## src/include/agc_cfg.svh

```systemverilog
`ifndef AGC_CFG_SVH
`define AGC_CFG_SVH

// input samples, signed with 7 fraction bits
`define AGC_DIN_WIDTH 8

// power estimate, unsigned with 14 fraction bits
`define AGC_POW_WIDTH 16

// averaging window, power of two only
`define AGC_DELAY_LINE 32

// power results between two gain updates
`define AGC_REFRESH_SAMPLES 64

// fraction bits of the loop coefficient
`define AGC_ERROR_POINT 14

// gain format and limits, 1024 is unity
`define AGC_GAIN_WIDTH 12
`define AGC_GAIN_POINT 10
`define AGC_GAIN_RESET 1024
`define AGC_GAIN_LOW_LIM 256
`define AGC_GAIN_HIGH_LIM 3072

`endif

```

## src/logic/agc_pkg.sv

```systemverilog
`default_nettype none

`include "agc_cfg.svh"

package agc_pkg;

    // signed sample, same format at input and output
    typedef logic signed [`AGC_DIN_WIDTH-1:0] sample_t;

    // unsigned power, squares keep all fraction bits
    typedef logic [`AGC_POW_WIDTH-1:0] power_t;

    // loop coefficient, unsigned
    typedef logic [`AGC_POW_WIDTH-1:0] coef_t;

    // unsigned gain with AGC_GAIN_POINT fraction bits
    typedef logic [`AGC_GAIN_WIDTH-1:0] gain_t;

    // stages of one least-squares update
    typedef enum logic [2:0] {
        IDLE,
        DIFF,
        MULT,
        ADD,
        CHECK
    } upd_state_t;

endpackage

`default_nettype wire

```

## src/logic/agc_ctrl_if.sv

```systemverilog
`default_nettype none

interface agc_ctrl_if;

    // one-cycle stage strobes, fired in this order
    logic diff_en;
    logic mult_en;
    logic add_en;
    logic check_en;

    modport ctrl (
        output diff_en,
        output mult_en,
        output add_en,
        output check_en
    );

    modport dp (
        input diff_en,
        input mult_en,
        input add_en,
        input check_en
    );

endinterface

`default_nettype wire

```

## src/logic/avg_power.sv

```systemverilog
`default_nettype none

`include "agc_cfg.svh"

module avg_power
    import agc_pkg::*;
(
    input  wire     clk,
    input  wire     rst,
    input  wire     sample_t din,
    input  wire     din_valid,
    output power_t  pow,
    output logic    pow_valid
);

    localparam int DL    = `AGC_DELAY_LINE;
    localparam int AW    = $clog2(DL);
    localparam int SUM_W = `AGC_POW_WIDTH + AW;

    // circular buffer of squared samples
    power_t mem [DL];
    logic [AW-1:0] wr_ptr;
    logic filled;

    logic signed [`AGC_POW_WIDTH-1:0] sq_s;
    power_t sq;
    power_t oldest;
    logic [SUM_W-1:0] sum_q;
    logic [SUM_W:0] sum_ext;

    // Q1.7 squared gives Q2.14, always non-negative and at most 16384
    assign sq_s = din * din;
    assign sq   = power_t'(sq_s);

    // before the first wrap the window still holds zeros
    assign oldest = filled ? mem[wr_ptr] : '0;

    assign sum_ext = {1'b0, sum_q} + (SUM_W+1)'(sq) - (SUM_W+1)'(oldest);

    always_ff @(posedge clk) begin
        if (din_valid) begin
            mem[wr_ptr] <= sq;
            pow         <= sum_ext[SUM_W-1:AW];
        end
    end

    always_ff @(posedge clk) begin
        if (rst) begin
            wr_ptr    <= '0;
            filled    <= 1'b0;
            sum_q     <= '0;
            pow_valid <= 1'b0;
        end else begin
            pow_valid <= din_valid;
            if (din_valid) begin
                wr_ptr <= wr_ptr + 1'b1;
                sum_q  <= sum_ext[SUM_W-1:0];
                if (wr_ptr == AW'(DL-1)) begin
                    filled <= 1'b1;
                end
            end
        end
    end

    // the value leaving the window was added earlier, so no borrow
    sum_no_underflow: assert property (
        @(posedge clk) disable iff (rst)
        din_valid |-> !sum_ext[SUM_W]
    );

endmodule

`default_nettype wire

```

## src/logic/refresh_timer.sv

```systemverilog
`default_nettype none

`include "agc_cfg.svh"

module refresh_timer (
    input  wire  clk,
    input  wire  rst,
    input  wire  pow_valid,
    output logic refresh
);

    localparam int CW = $clog2(`AGC_REFRESH_SAMPLES);

    logic [CW-1:0] cnt;

    // modulo counter over power results
    always_ff @(posedge clk) begin
        if (rst) begin
            cnt     <= '0;
            refresh <= 1'b0;
        end else begin
            refresh <= 1'b0;
            if (pow_valid) begin
                cnt <= cnt + 1'b1;
                // last result of the period
                if (cnt == CW'(`AGC_REFRESH_SAMPLES-1)) begin
                    refresh <= 1'b1;
                end
            end
        end
    end

    refresh_single_cycle: assert property (
        @(posedge clk) disable iff (rst)
        refresh |=> !refresh
    );

endmodule

`default_nettype wire

```

## src/logic/gain_update_fsm.sv

```systemverilog
`default_nettype none

module gain_update_fsm
    import agc_pkg::*;
(
    input wire          clk,
    input wire          rst,
    input wire          refresh,
    agc_ctrl_if.ctrl    ctrl
);

    upd_state_t state_q;
    upd_state_t state_d;

    // one pass through the stages per refresh
    always_comb begin
        state_d = state_q;
        case (state_q)
            IDLE: begin
                if (refresh) begin
                    state_d = DIFF;
                end
            end
            DIFF: begin
                state_d = MULT;
            end
            MULT: begin
                state_d = ADD;
            end
            ADD: begin
                state_d = CHECK;
            end
            default: begin
                state_d = IDLE;
            end
        endcase
    end

    always_ff @(posedge clk) begin
        if (rst) begin
            state_q <= IDLE;
        end else begin
            state_q <= state_d;
        end
    end

    // strobes decoded straight from the state
    assign ctrl.diff_en  = (state_q == DIFF);
    assign ctrl.mult_en  = (state_q == MULT);
    assign ctrl.add_en   = (state_q == ADD);
    assign ctrl.check_en = (state_q == CHECK);

    // the refresh period must outlast one update pass
    refresh_only_in_idle: assert property (
        @(posedge clk) disable iff (rst)
        refresh |-> (state_q == IDLE)
    );

endmodule

`default_nettype wire

```

## src/logic/gain_datapath.sv

```systemverilog
`default_nettype none

`include "agc_cfg.svh"

module gain_datapath
    import agc_pkg::*;
(
    input  wire     clk,
    input  wire     rst,
    input  wire     power_t pow,
    input  wire     power_t ref_pow,
    input  wire     coef_t error_coef,
    agc_ctrl_if.dp  dp,
    output gain_t   gain,
    output logic    gain_valid
);

    localparam int PW     = `AGC_POW_WIDTH;
    localparam int GW     = `AGC_GAIN_WIDTH;
    localparam int DIFF_W = PW + 1;
    localparam int PROD_W = 2 * DIFF_W;
    localparam int CAND_W = 16;
    // Q14 power times Q14 coefficient, brought down to the gain point
    localparam int SHIFT  = 2 * (`AGC_DIN_WIDTH - 1) + `AGC_ERROR_POINT - `AGC_GAIN_POINT;

    localparam logic signed [CAND_W-1:0] LOW_LIM  = `AGC_GAIN_LOW_LIM;
    localparam logic signed [CAND_W-1:0] HIGH_LIM = `AGC_GAIN_HIGH_LIM;

    logic signed [DIFF_W-1:0] diff_q;
    logic signed [PROD_W-1:0] prod_q;
    logic signed [PROD_W-1:0] prod_shift;
    logic signed [CAND_W-1:0] cand_d;
    logic signed [CAND_W-1:0] cand_q;
    logic cand_ok;
    gain_t gain_q;

    // arithmetic shift floors toward minus infinity
    assign prod_shift = prod_q >>> SHIFT;

    // the shifted step is below 2**14, so 16 bits never wrap
    assign cand_d = $signed({{(CAND_W-GW){1'b0}}, gain_q})
                  + $signed(prod_shift[CAND_W-1:0]);

    assign cand_ok = (cand_q >= LOW_LIM) && (cand_q <= HIGH_LIM);

    // stage registers
    always_ff @(posedge clk) begin
        if (dp.diff_en) begin
            // positive error means too little power, gain goes up
            diff_q <= $signed({1'b0, ref_pow}) - $signed({1'b0, pow});
        end
        if (dp.mult_en) begin
            prod_q <= diff_q * $signed({1'b0, error_coef});
        end
        if (dp.add_en) begin
            cand_q <= cand_d;
        end
    end

    always_ff @(posedge clk) begin
        if (rst) begin
            gain_q     <= GW'(`AGC_GAIN_RESET);
            gain_valid <= 1'b0;
        end else begin
            gain_valid <= dp.check_en;
            // out-of-range candidates are dropped, old gain stays
            if (dp.check_en && cand_ok) begin
                gain_q <= cand_q[GW-1:0];
            end
        end
    end

    assign gain = gain_q;

    gain_in_limits: assert property (
        @(posedge clk) disable iff (rst)
        (gain_q >= GW'(`AGC_GAIN_LOW_LIM)) && (gain_q <= GW'(`AGC_GAIN_HIGH_LIM))
    );

endmodule

`default_nettype wire

```

## src/logic/gain_apply.sv

```systemverilog
`default_nettype none

`include "agc_cfg.svh"

module gain_apply
    import agc_pkg::*;
(
    input  wire     clk,
    input  wire     rst,
    input  wire     sample_t din,
    input  wire     din_valid,
    input  wire     gain_t gain,
    output sample_t dout,
    output logic    dout_valid
);

    localparam int DW = `AGC_DIN_WIDTH;
    localparam int PW = DW + `AGC_GAIN_WIDTH + 1;

    localparam logic signed [PW-1:0] SAT_MAX = (2 ** (DW - 1)) - 1;
    localparam logic signed [PW-1:0] SAT_MIN = -(2 ** (DW - 1));

    logic signed [PW-1:0] prod;
    logic signed [PW-1:0] scaled;

    // gain is unsigned, so pad a zero sign bit
    assign prod   = din * $signed({1'b0, gain});
    assign scaled = prod >>> `AGC_GAIN_POINT;

    // clip to the sample range
    always_ff @(posedge clk) begin
        if (din_valid) begin
            if (scaled > SAT_MAX) begin
                dout <= SAT_MAX[DW-1:0];
            end else if (scaled < SAT_MIN) begin
                dout <= SAT_MIN[DW-1:0];
            end else begin
                dout <= scaled[DW-1:0];
            end
        end
    end

    always_ff @(posedge clk) begin
        if (rst) begin
            dout_valid <= 1'b0;
        end else begin
            dout_valid <= din_valid;
        end
    end

endmodule

`default_nettype wire

```

## src/logic/agc_top.sv

```systemverilog
`default_nettype none

module agc_top
    import agc_pkg::*;
(
    input  wire          clk,
    input  wire          rst,
    input  wire sample_t din,
    input  wire          din_valid,
    input  wire power_t  ref_pow,
    input  wire coef_t   error_coef,
    output wire sample_t dout,
    output wire          dout_valid,
    output wire gain_t   gain,
    output wire          gain_valid
);

    power_t pow;
    logic   pow_valid;
    logic   refresh;

    agc_ctrl_if u_ctrl_if ();

    avg_power u_avg_power (
        .clk       (clk),
        .rst       (rst),
        .din       (din),
        .din_valid (din_valid),
        .pow       (pow),
        .pow_valid (pow_valid)
    );

    refresh_timer u_refresh_timer (
        .clk       (clk),
        .rst       (rst),
        .pow_valid (pow_valid),
        .refresh   (refresh)
    );

    gain_update_fsm u_gain_update_fsm (
        .clk     (clk),
        .rst     (rst),
        .refresh (refresh),
        .ctrl    (u_ctrl_if.ctrl)
    );

    gain_datapath u_gain_datapath (
        .clk        (clk),
        .rst        (rst),
        .pow        (pow),
        .ref_pow    (ref_pow),
        .error_coef (error_coef),
        .dp         (u_ctrl_if.dp),
        .gain       (gain),
        .gain_valid (gain_valid)
    );

    // the output path shares the loop gain
    gain_apply u_gain_apply (
        .clk        (clk),
        .rst        (rst),
        .din        (din),
        .din_valid  (din_valid),
        .gain       (gain),
        .dout       (dout),
        .dout_valid (dout_valid)
    );

endmodule

`default_nettype wire

```

## config.mk

```make
export PLATFORM = sky130hd
export DESIGN_NAME = agc_top
export DESIGN_NICKNAME = d
export VERILOG_FILES = /design/src/logic/agc_pkg.sv /design/src/logic/agc_ctrl_if.sv /design/src/logic/avg_power.sv /design/src/logic/refresh_timer.sv /design/src/logic/gain_update_fsm.sv /design/src/logic/gain_datapath.sv /design/src/logic/gain_apply.sv /design/src/logic/agc_top.sv
export VERILOG_INCLUDE_DIRS = /design/src /design/src/include
export SDC_FILE = /design/constraint.sdc
export NUM_CORES = 2
export LEC_CHECK = 0
export ABC_CLOCK_PERIOD_IN_PS = 14630
export BUFFER_PORTS_ARGS = -buffer_cell sky130_fd_sc_hd__buf_2
export CAP_MARGIN = 20
export CORE_MARGIN = 2
export CORE_UTILIZATION = 50
export CTS_BUF_LIST = sky130_fd_sc_hd__clkbuf_2
export DETAILED_ROUTE_END_ITERATION = 10
export MAX_ROUTING_LAYER = met4
export PLACE_DENSITY = 0.66
export SYNTH_ARGS = -nofsm -noshare
export SYNTH_HDL_FRONTEND = slang
export SYNTH_HIERARCHICAL = 1
export SYNTH_SLANG_ARGS = --single-unit
```

## constraint.sdc

```tcl
create_clock -name clk -period 14.63 [get_ports clk]
set_input_delay 1.463 -clock clk [delete_from_list [all_inputs] [get_ports clk]]
set_output_delay 1.463 -clock clk [all_outputs]
set_load 0.1 [all_outputs]
```

---- Yosys cells after proc, flatten, opt, wreduce, memory -nomap -nowiden ----
Memories as Yosys holds them, arrays and structs flattened. A register that Yosys moved wholly into a read port is not among the register bits.
Cells that the tools add are included.
word-level totals
  flip-flop bits (word level) ............. 142
  RAM bits ................................ 512
  input bits .............................. 43
  memories kept ........................... 1
cells by class
  add/subtract/negate cells ............... 6
  $mul .................................... 3
  $lt $le $gt $ge ......................... 4
  eq/ne operators ......................... 7
  muxes and demuxes ....................... 9
  bitwise logic cells ..................... 1
  reductions and logical operators ........ 5
memories
  name             words  width  rd ports  clocked after memory_dff  wr ports  RTL line         text
  u_avg_power.mem  32     16     1         1                         1         avg_power.sv:21  power_t mem [DL];
operators by type and width
  operator                                                           count
  multiplier 17 x 17 -> 34 bit                                       1
  adder 21 x 16 -> 21 bit                                            1
  multiplier 8 x 13 -> 21 bit                                        1
  subtractor 21 x 16 -> 21 bit                                       1
  subtractor 16 x 16 -> 17 bit                                       1
  adder 13 x 16 -> 16 bit                                            1
  >= comparator 16 x 10 -> 1 bit (second input constant)             1
  less-or-equal comparator 16 x 13 -> 1 bit (second input constant)  1
  multiplier 8 x 8 -> 16 bit                                         1
  two-way mux 16 bit                                                 1
  case mux 3 bit (4 select lines)                                    1
  > comparator 11 x 8 -> 1 bit (second input constant)               1
  less-than comparator 11 x 8 -> 1 bit (second input constant)       1
  two-way mux 5 bit                                                  2
  two-way mux 8 bit                                                  1
  adder 6 x 1 -> 6 bit (second input constant)                       1
  == test 3 x 2 -> 1 bit (second input constant)                     2
  == test 6 bit (second input constant)                              1
  adder 5 x 1 -> 5 bit (second input constant)                       1
  == test 5 bit (second input constant)                              1
  == test 3 x 1 -> 1 bit (second input constant)                     1
  == test 3 bit (second input constant)                              1
  logical NOT 3 bit                                                  1
  two-way mux 1 bit                                                  3
  6 further kinds                                                    7

---- Logic depth before layout (Yosys ltp) ----
  depth after elaboration ................. 3
  gate-level depth with buffers ........... 27

---- By module ----
The synthesis kept the hierarchy.
by module, submodules not included
  module           instances  cells an instance  area an instance (um^2)
  avg_power        1          1359               23850.4
  gain_datapath    1          1400               13228.9
  gain_apply       1          421                3667.3
  refresh_timer    1          27                 267.8
  gain_update_fsm  1          12                 130.1

---- Least setup slack after synthesis ----
No wires, ideal clock.
  kind .................................... input port to flip-flop
  from .................................... input port din[1]
  to ...................................... register u_avg_power.sum_q[20]
  arrival ................................. 9220 ps
  path slack .............................. 5346 ps
  stages on the path ...................... 22
  path buffers ............................ 2
  cell sequence ........................... clkbuf_1 > nor2b_1 > a21o_1 > fa_1 > fa_1 > inv_1 > fa_1 > inv_1 > ha_1 > o21ai_0 > o21ai_0 > nand3_1 > o21ai_0 > nor3b_1 > fa_1 > ha_1 > clkbuf_1 > a21oi_1 > o21ai_0 > a311o_1 > or4_1 > nand4_1
on the way
  longest elaborated chain between the ends .. 3
RTL lines
  item                          RTL line         text
  start: declaration            agc_top.sv:8     input wire sample_t din,
  multiplier 8 x 8 -> 16 bit    avg_power.sv:32  assign sq_s = din * din;
  named net u_avg_power.sq[2]   avg_power.sv:26  power_t sq;
  adder 21 x 16 -> 21 bit       avg_power.sv:38  assign sum_ext = {1'b0, sum_q} + (SUM_W+1)'(sq) - (SUM_W+1)'(oldest);
  subtractor 21 x 16 -> 21 bit  avg_power.sv:38
  end signal: assignment        avg_power.sv:57  sum_q <= sum_ext[SUM_W-1:0];
  end: declaration              avg_power.sv:28  logic [SUM_W-1:0] sum_q;
The timed path passes the listed nets, and every way through them passes these cells.
A chain may end at the register's enable or synchronous reset.

---- Worst setup path after layout ----
  from .................................... input port din[0]
  to ...................................... register u_avg_power.pow[14], data pin
on the way
  longest elaborated chain between the ends .. 3
RTL lines
  item                               RTL line         text
  multiplier 8 x 8 -> 16 bit         avg_power.sv:32
  named net u_avg_power.sq[14]       avg_power.sv:26
  adder 21 x 16 -> 21 bit            avg_power.sv:38
  subtractor 21 x 16 -> 21 bit       avg_power.sv:38
  named net u_avg_power.sum_ext[19]  avg_power.sv:29  logic [SUM_W:0] sum_ext;
  end signal: assignment             avg_power.sv:43  pow <= sum_ext[SUM_W-1:AW];
  end: declaration                   avg_power.sv:12  output power_t pow,
The timed path passes the listed nets, and every way through them passes these cells.

==> out/qor.txt <==
=================================================================================
Result of the run                                                    finished clean
Crit end category                                                       flip-flop
Post-Synthesis Cell Area                                              41,100 um^2
Avg Synthesized Cell Area                                               12.8 um^2
Number of detailed-route iterations in the first pass                           5
Clock Skew                                                                 106 ps
Remaining DRCs                                                                  0
Peak supply drop                                                           291 uV
Layout cells sized above 1                                                  16.6%
Total number of nets in the final design                                    4,039
Number of standard cells after synthesis                                    3,219
Total leakage power                                                       18.3 nW
Async set-or-reset flop fraction in the synthesized netlist                    0%
Highest metal layer used by the detailed router                              met4
Total congestion overflow                                                       0
Area overhead of the layout relative to synthesis                           7.99%
Mean routed wirelength per cell                                           20.8 um
Most common cell after layout, fill and taps aside                   sky130_fd_sc_hd__edfxtp_1
Post-CTS setup buffer count                                                     0
Unique masters post-synth                                                      77
Worst setup margin                                                        7140 ps
Commonest non-fill, non-tap cells in the layout                      sky130_fd_sc_hd__edfxtp_1 (553), sky130_fd_sc_hd__inv_1 (543), sky130_fd_sc_hd__fa_1 (395)
Clock transition at path regs                                               90 ps
Pwr Density                                                           213 nW/um^2
GPL Wtd Cong                                                                0.910
Quantity of hold-fixing buffers added after cts                                 0
Setup_tns                                                                    0 ps
Post-route core utilization                                                 54.4%
Die Width                                                                  291 um
Area share of the largest cell type after synthesis                         40.4%
Worst-case headroom to the max-slew limit                                   29.3%
Core Region                                                           81,700 um^2
Vert. Die Dim                                                              291 um
DRT antenna net count                                                           0
Tightest Pin Transition                                                   1060 ps
Cts bufs inserted                                                             155
Number of antenna violations at the first check in global routing               3
Drt initial violations                                                      1,787
Met3 wirelength from detailed routing                                     5230 um
Portion of the post-synthesis area used by sequential elements              43.1%
Count of H-tree levels built during CTS                                         4
Overall die area                                                      84,600 um^2
Post-cts resize count                                                           0
Final total power                                                         9.46 mW
M1 wire length                                                          38,600 um
Most used flip-flop cell after synthesis                             sky130_fd_sc_hd__edfxtp_1
#FFs+latches synth                                                            610
Post-place setup slack                                                    5980 ps
Number of maximum-capacitance constraint violations                             0
Max-slew violation count                                                        0
Worst Path Max Fanout                                                          54
Finish-stage setup viols                                                        0
Critical path launch point type                                         input pin
Post-route cell area                                                  44,400 um^2
Initial cell density of the core                                            50.4%
Clock root buffer                                                    sky130_fd_sc_hd__clkbuf_2
# clock sinks                                                                 610
Fin crit share                                                              51.2%
Via count of the first global-routing pass                                 27,300
Min-Delay Path Class                                                      reg2reg
Final critical-path required period                                       7490 ps
Post-detailed-route via-to-cell ratio                                        5.54
Count of vias placed by the detailed router                                25,400
Area contributors post-synth                                         sky130_fd_sc_hd__edfxtp_1 (40%), sky130_fd_sc_hd__fa_1 (19%), sky130_fd_sc_hd__mux4_2 (8.2%)
Global-route wire length before repair                                 150,000 um
Post-synthesis net count                                                    3,875
RSZ-0062 raised after global routing                                        false
Critical Setup Path Class                                                  in2reg
Data arrival time of the critical path                                    8420 ps
DP HPWL                                                                 64,400 um
Clock tree from TritonCTS                                                    done
Library cell occupying the most area in the post-synthesis netlist   sky130_fd_sc_hd__edfxtp_1
Max Buffers Root-to-Sink                                                        3
GR Util All Layers                                                          23.8%
Num rows                                                                      105
Top-Level Pins                                                                 65
Critical path data required time                                        15,560 ps
Later-pin clock latency in the skew report                                1260 ps
Detailed-routed wire length on met2                                     49,100 um
Post-DP Area                                                          42,900 um^2
Maximum operating frequency                                               134 MHz
Post-detailed-routing wire length                                       95,100 um
Hold violation total from the final report                                      0
Largest net degree at the start of global routing                              97
Count of flip-flops with a built-in enable after synthesis                    553
Synth warn                                                                      6
Input/output buffers                                                           64
=================================================================================
[worst max-delay path, stage by stage]
cell,delay [ps]
sky130_fd_sc_hd__buf_2,110
sky130_fd_sc_hd__buf_4,290
sky130_fd_sc_hd__and2_1,260
sky130_fd_sc_hd__ha_1,300
sky130_fd_sc_hd__a21oi_1,90
sky130_fd_sc_hd__fa_1,530
sky130_fd_sc_hd__inv_1,50
sky130_fd_sc_hd__ha_1,260
sky130_fd_sc_hd__inv_1,50
sky130_fd_sc_hd__fa_1,540
sky130_fd_sc_hd__inv_1,70
sky130_fd_sc_hd__fa_1,490
sky130_fd_sc_hd__a21o_1,180
sky130_fd_sc_hd__a21oi_1,320
sky130_fd_sc_hd__o211ai_1,180
sky130_fd_sc_hd__a31o_2,260
sky130_fd_sc_hd__a21oi_1,270
sky130_fd_sc_hd__xnor2_2,150
sky130_fd_sc_hd__buf_4,320
sky130_fd_sc_hd__fa_1,480
sky130_fd_sc_hd__ha_1,420
sky130_fd_sc_hd__a21o_1,250
sky130_fd_sc_hd__o21bai_1,160
sky130_fd_sc_hd__a221oi_1,380
sky130_fd_sc_hd__o21a_1,230
sky130_fd_sc_hd__nand2_1,80
sky130_fd_sc_hd__xor2_1,150
[power breakdown]
part	switching (mW)	total, mW	internal (mW)
clock network	0.708	1.19	0.484
logic	3.40	5.38	1.99
registers	0.0450	2.89	2.84
total	4.15	9.46	5.31
[final timing paths]
path / depth (start not counted) / slack [ps] / to / start
hold reg to reg: 2 / 450 / u_gain_update_fsm/state_q[0] / u_refresh_timer/refresh
setup / recovery: 27 / 7140 / u_avg_power/pow[14] / din[0]
hold / removal: 2 / 450 / u_gain_update_fsm/state_q[0] / u_refresh_timer/refresh
setup reg to reg: 19 / 7930 / u_gain_datapath/prod_q[33] / u_gain_datapath/diff_q[16]
[kinds of logic (layout without fill, tap and decap cells)]
kind of cell | Yosys count | after routing | share of synthesized area [%]
compound gates | 264 | 264 | 4.35
flops | 610 | 610 | 43.1
simple gates | 797 | 797 | 9.50
mux | 185 | 185 | 9.11
other cells | 1 | 8 | 0.00911
xor+xnor | 92 | 92 | 1.99
buf+inv | 657 | 942 | 6.05
fa+ha+maj | 613 | 613 | 25.8
[sequential cells by signal, indices dropped and copies added (netlist names), 3 cells and up, named ones only]
name	cells
u_avg_power/mem	480
u_avg_power/sum_q	21
u_gain_datapath/diff_q	17
u_avg_power/pow	16
u_gain_datapath/cand_q	16
u_gain_datapath/prod_q	16
u_gain_datapath/gain	12
u_gain_apply/dout	8
u_refresh_timer/cnt	6
u_avg_power/wr_ptr	5
u_gain_update_fsm/state_q	3
[routing by layer]
| metal | vias up | GRT usage, % |
|---|---|---|
| met2 | 828 | 39.8 |
| met5 | - | - |
| met3 | 163 | 3.53 |
| li1 | 11400 | - |
| met1 | 13000 | 29.6 |
| met4 | 0 | 8.32 |
[synthesized netlist by cell type (all sizes together) (4+ instances only)]
| master | count |
|---|---|
| edfxtp | 553 |
| a21o | 19 |
| or2 | 4 |
| nand4 | 9 |
| and3 | 14 |
| nand2b | 19 |
| mux2 | 15 |
| nor3b | 9 |
| mux2i | 20 |
| a21boi | 6 |
| dfxtp | 57 |
| nand2 | 296 |
| buf | 24 |
| o21bai | 6 |
| nor2 | 129 |
| a221o | 4 |
| o311ai | 4 |
| nor2b | 20 |
| a211oi | 12 |
| a31o | 5 |
| a21oi | 74 |
| nor3 | 28 |
| and2 | 193 |
| fa | 395 |
| nand3b | 10 |
| o21ai | 54 |
| xor2 | 27 |
| a31oi | 9 |
| inv | 543 |
| o21a | 8 |
| ha | 218 |
| nand3 | 32 |
| or3 | 15 |
| nor4 | 9 |
| mux4 | 150 |
| o31ai | 8 |
| a211o | 5 |
| xnor2 | 64 |
| clkbuf | 90 |
| o211ai | 19 |
[stage by stage]
step	hold WS, ps	std cells
4_1_cts	394	4573
2_1_floorplan	419	3219
6_report	451	4581
5_1_grt	503	4578
3_3_place_gp	454	4295
3_5_place_dp	465	4295
[area by class of cell]
cell class | instances | area (um^2)
fill | 6894 | 37300
multi-input combinational | 1952 | 21000
sequential | 610 | 17800
inverter | 543 | 2040
tap | 1070 | 1340
clock buffer | 228 | 1140
timing repair buffer | 121 | 764
clock inverter | 50 | 344
antenna | 7 | 17.5
Power figures use the tool's default switching activity.
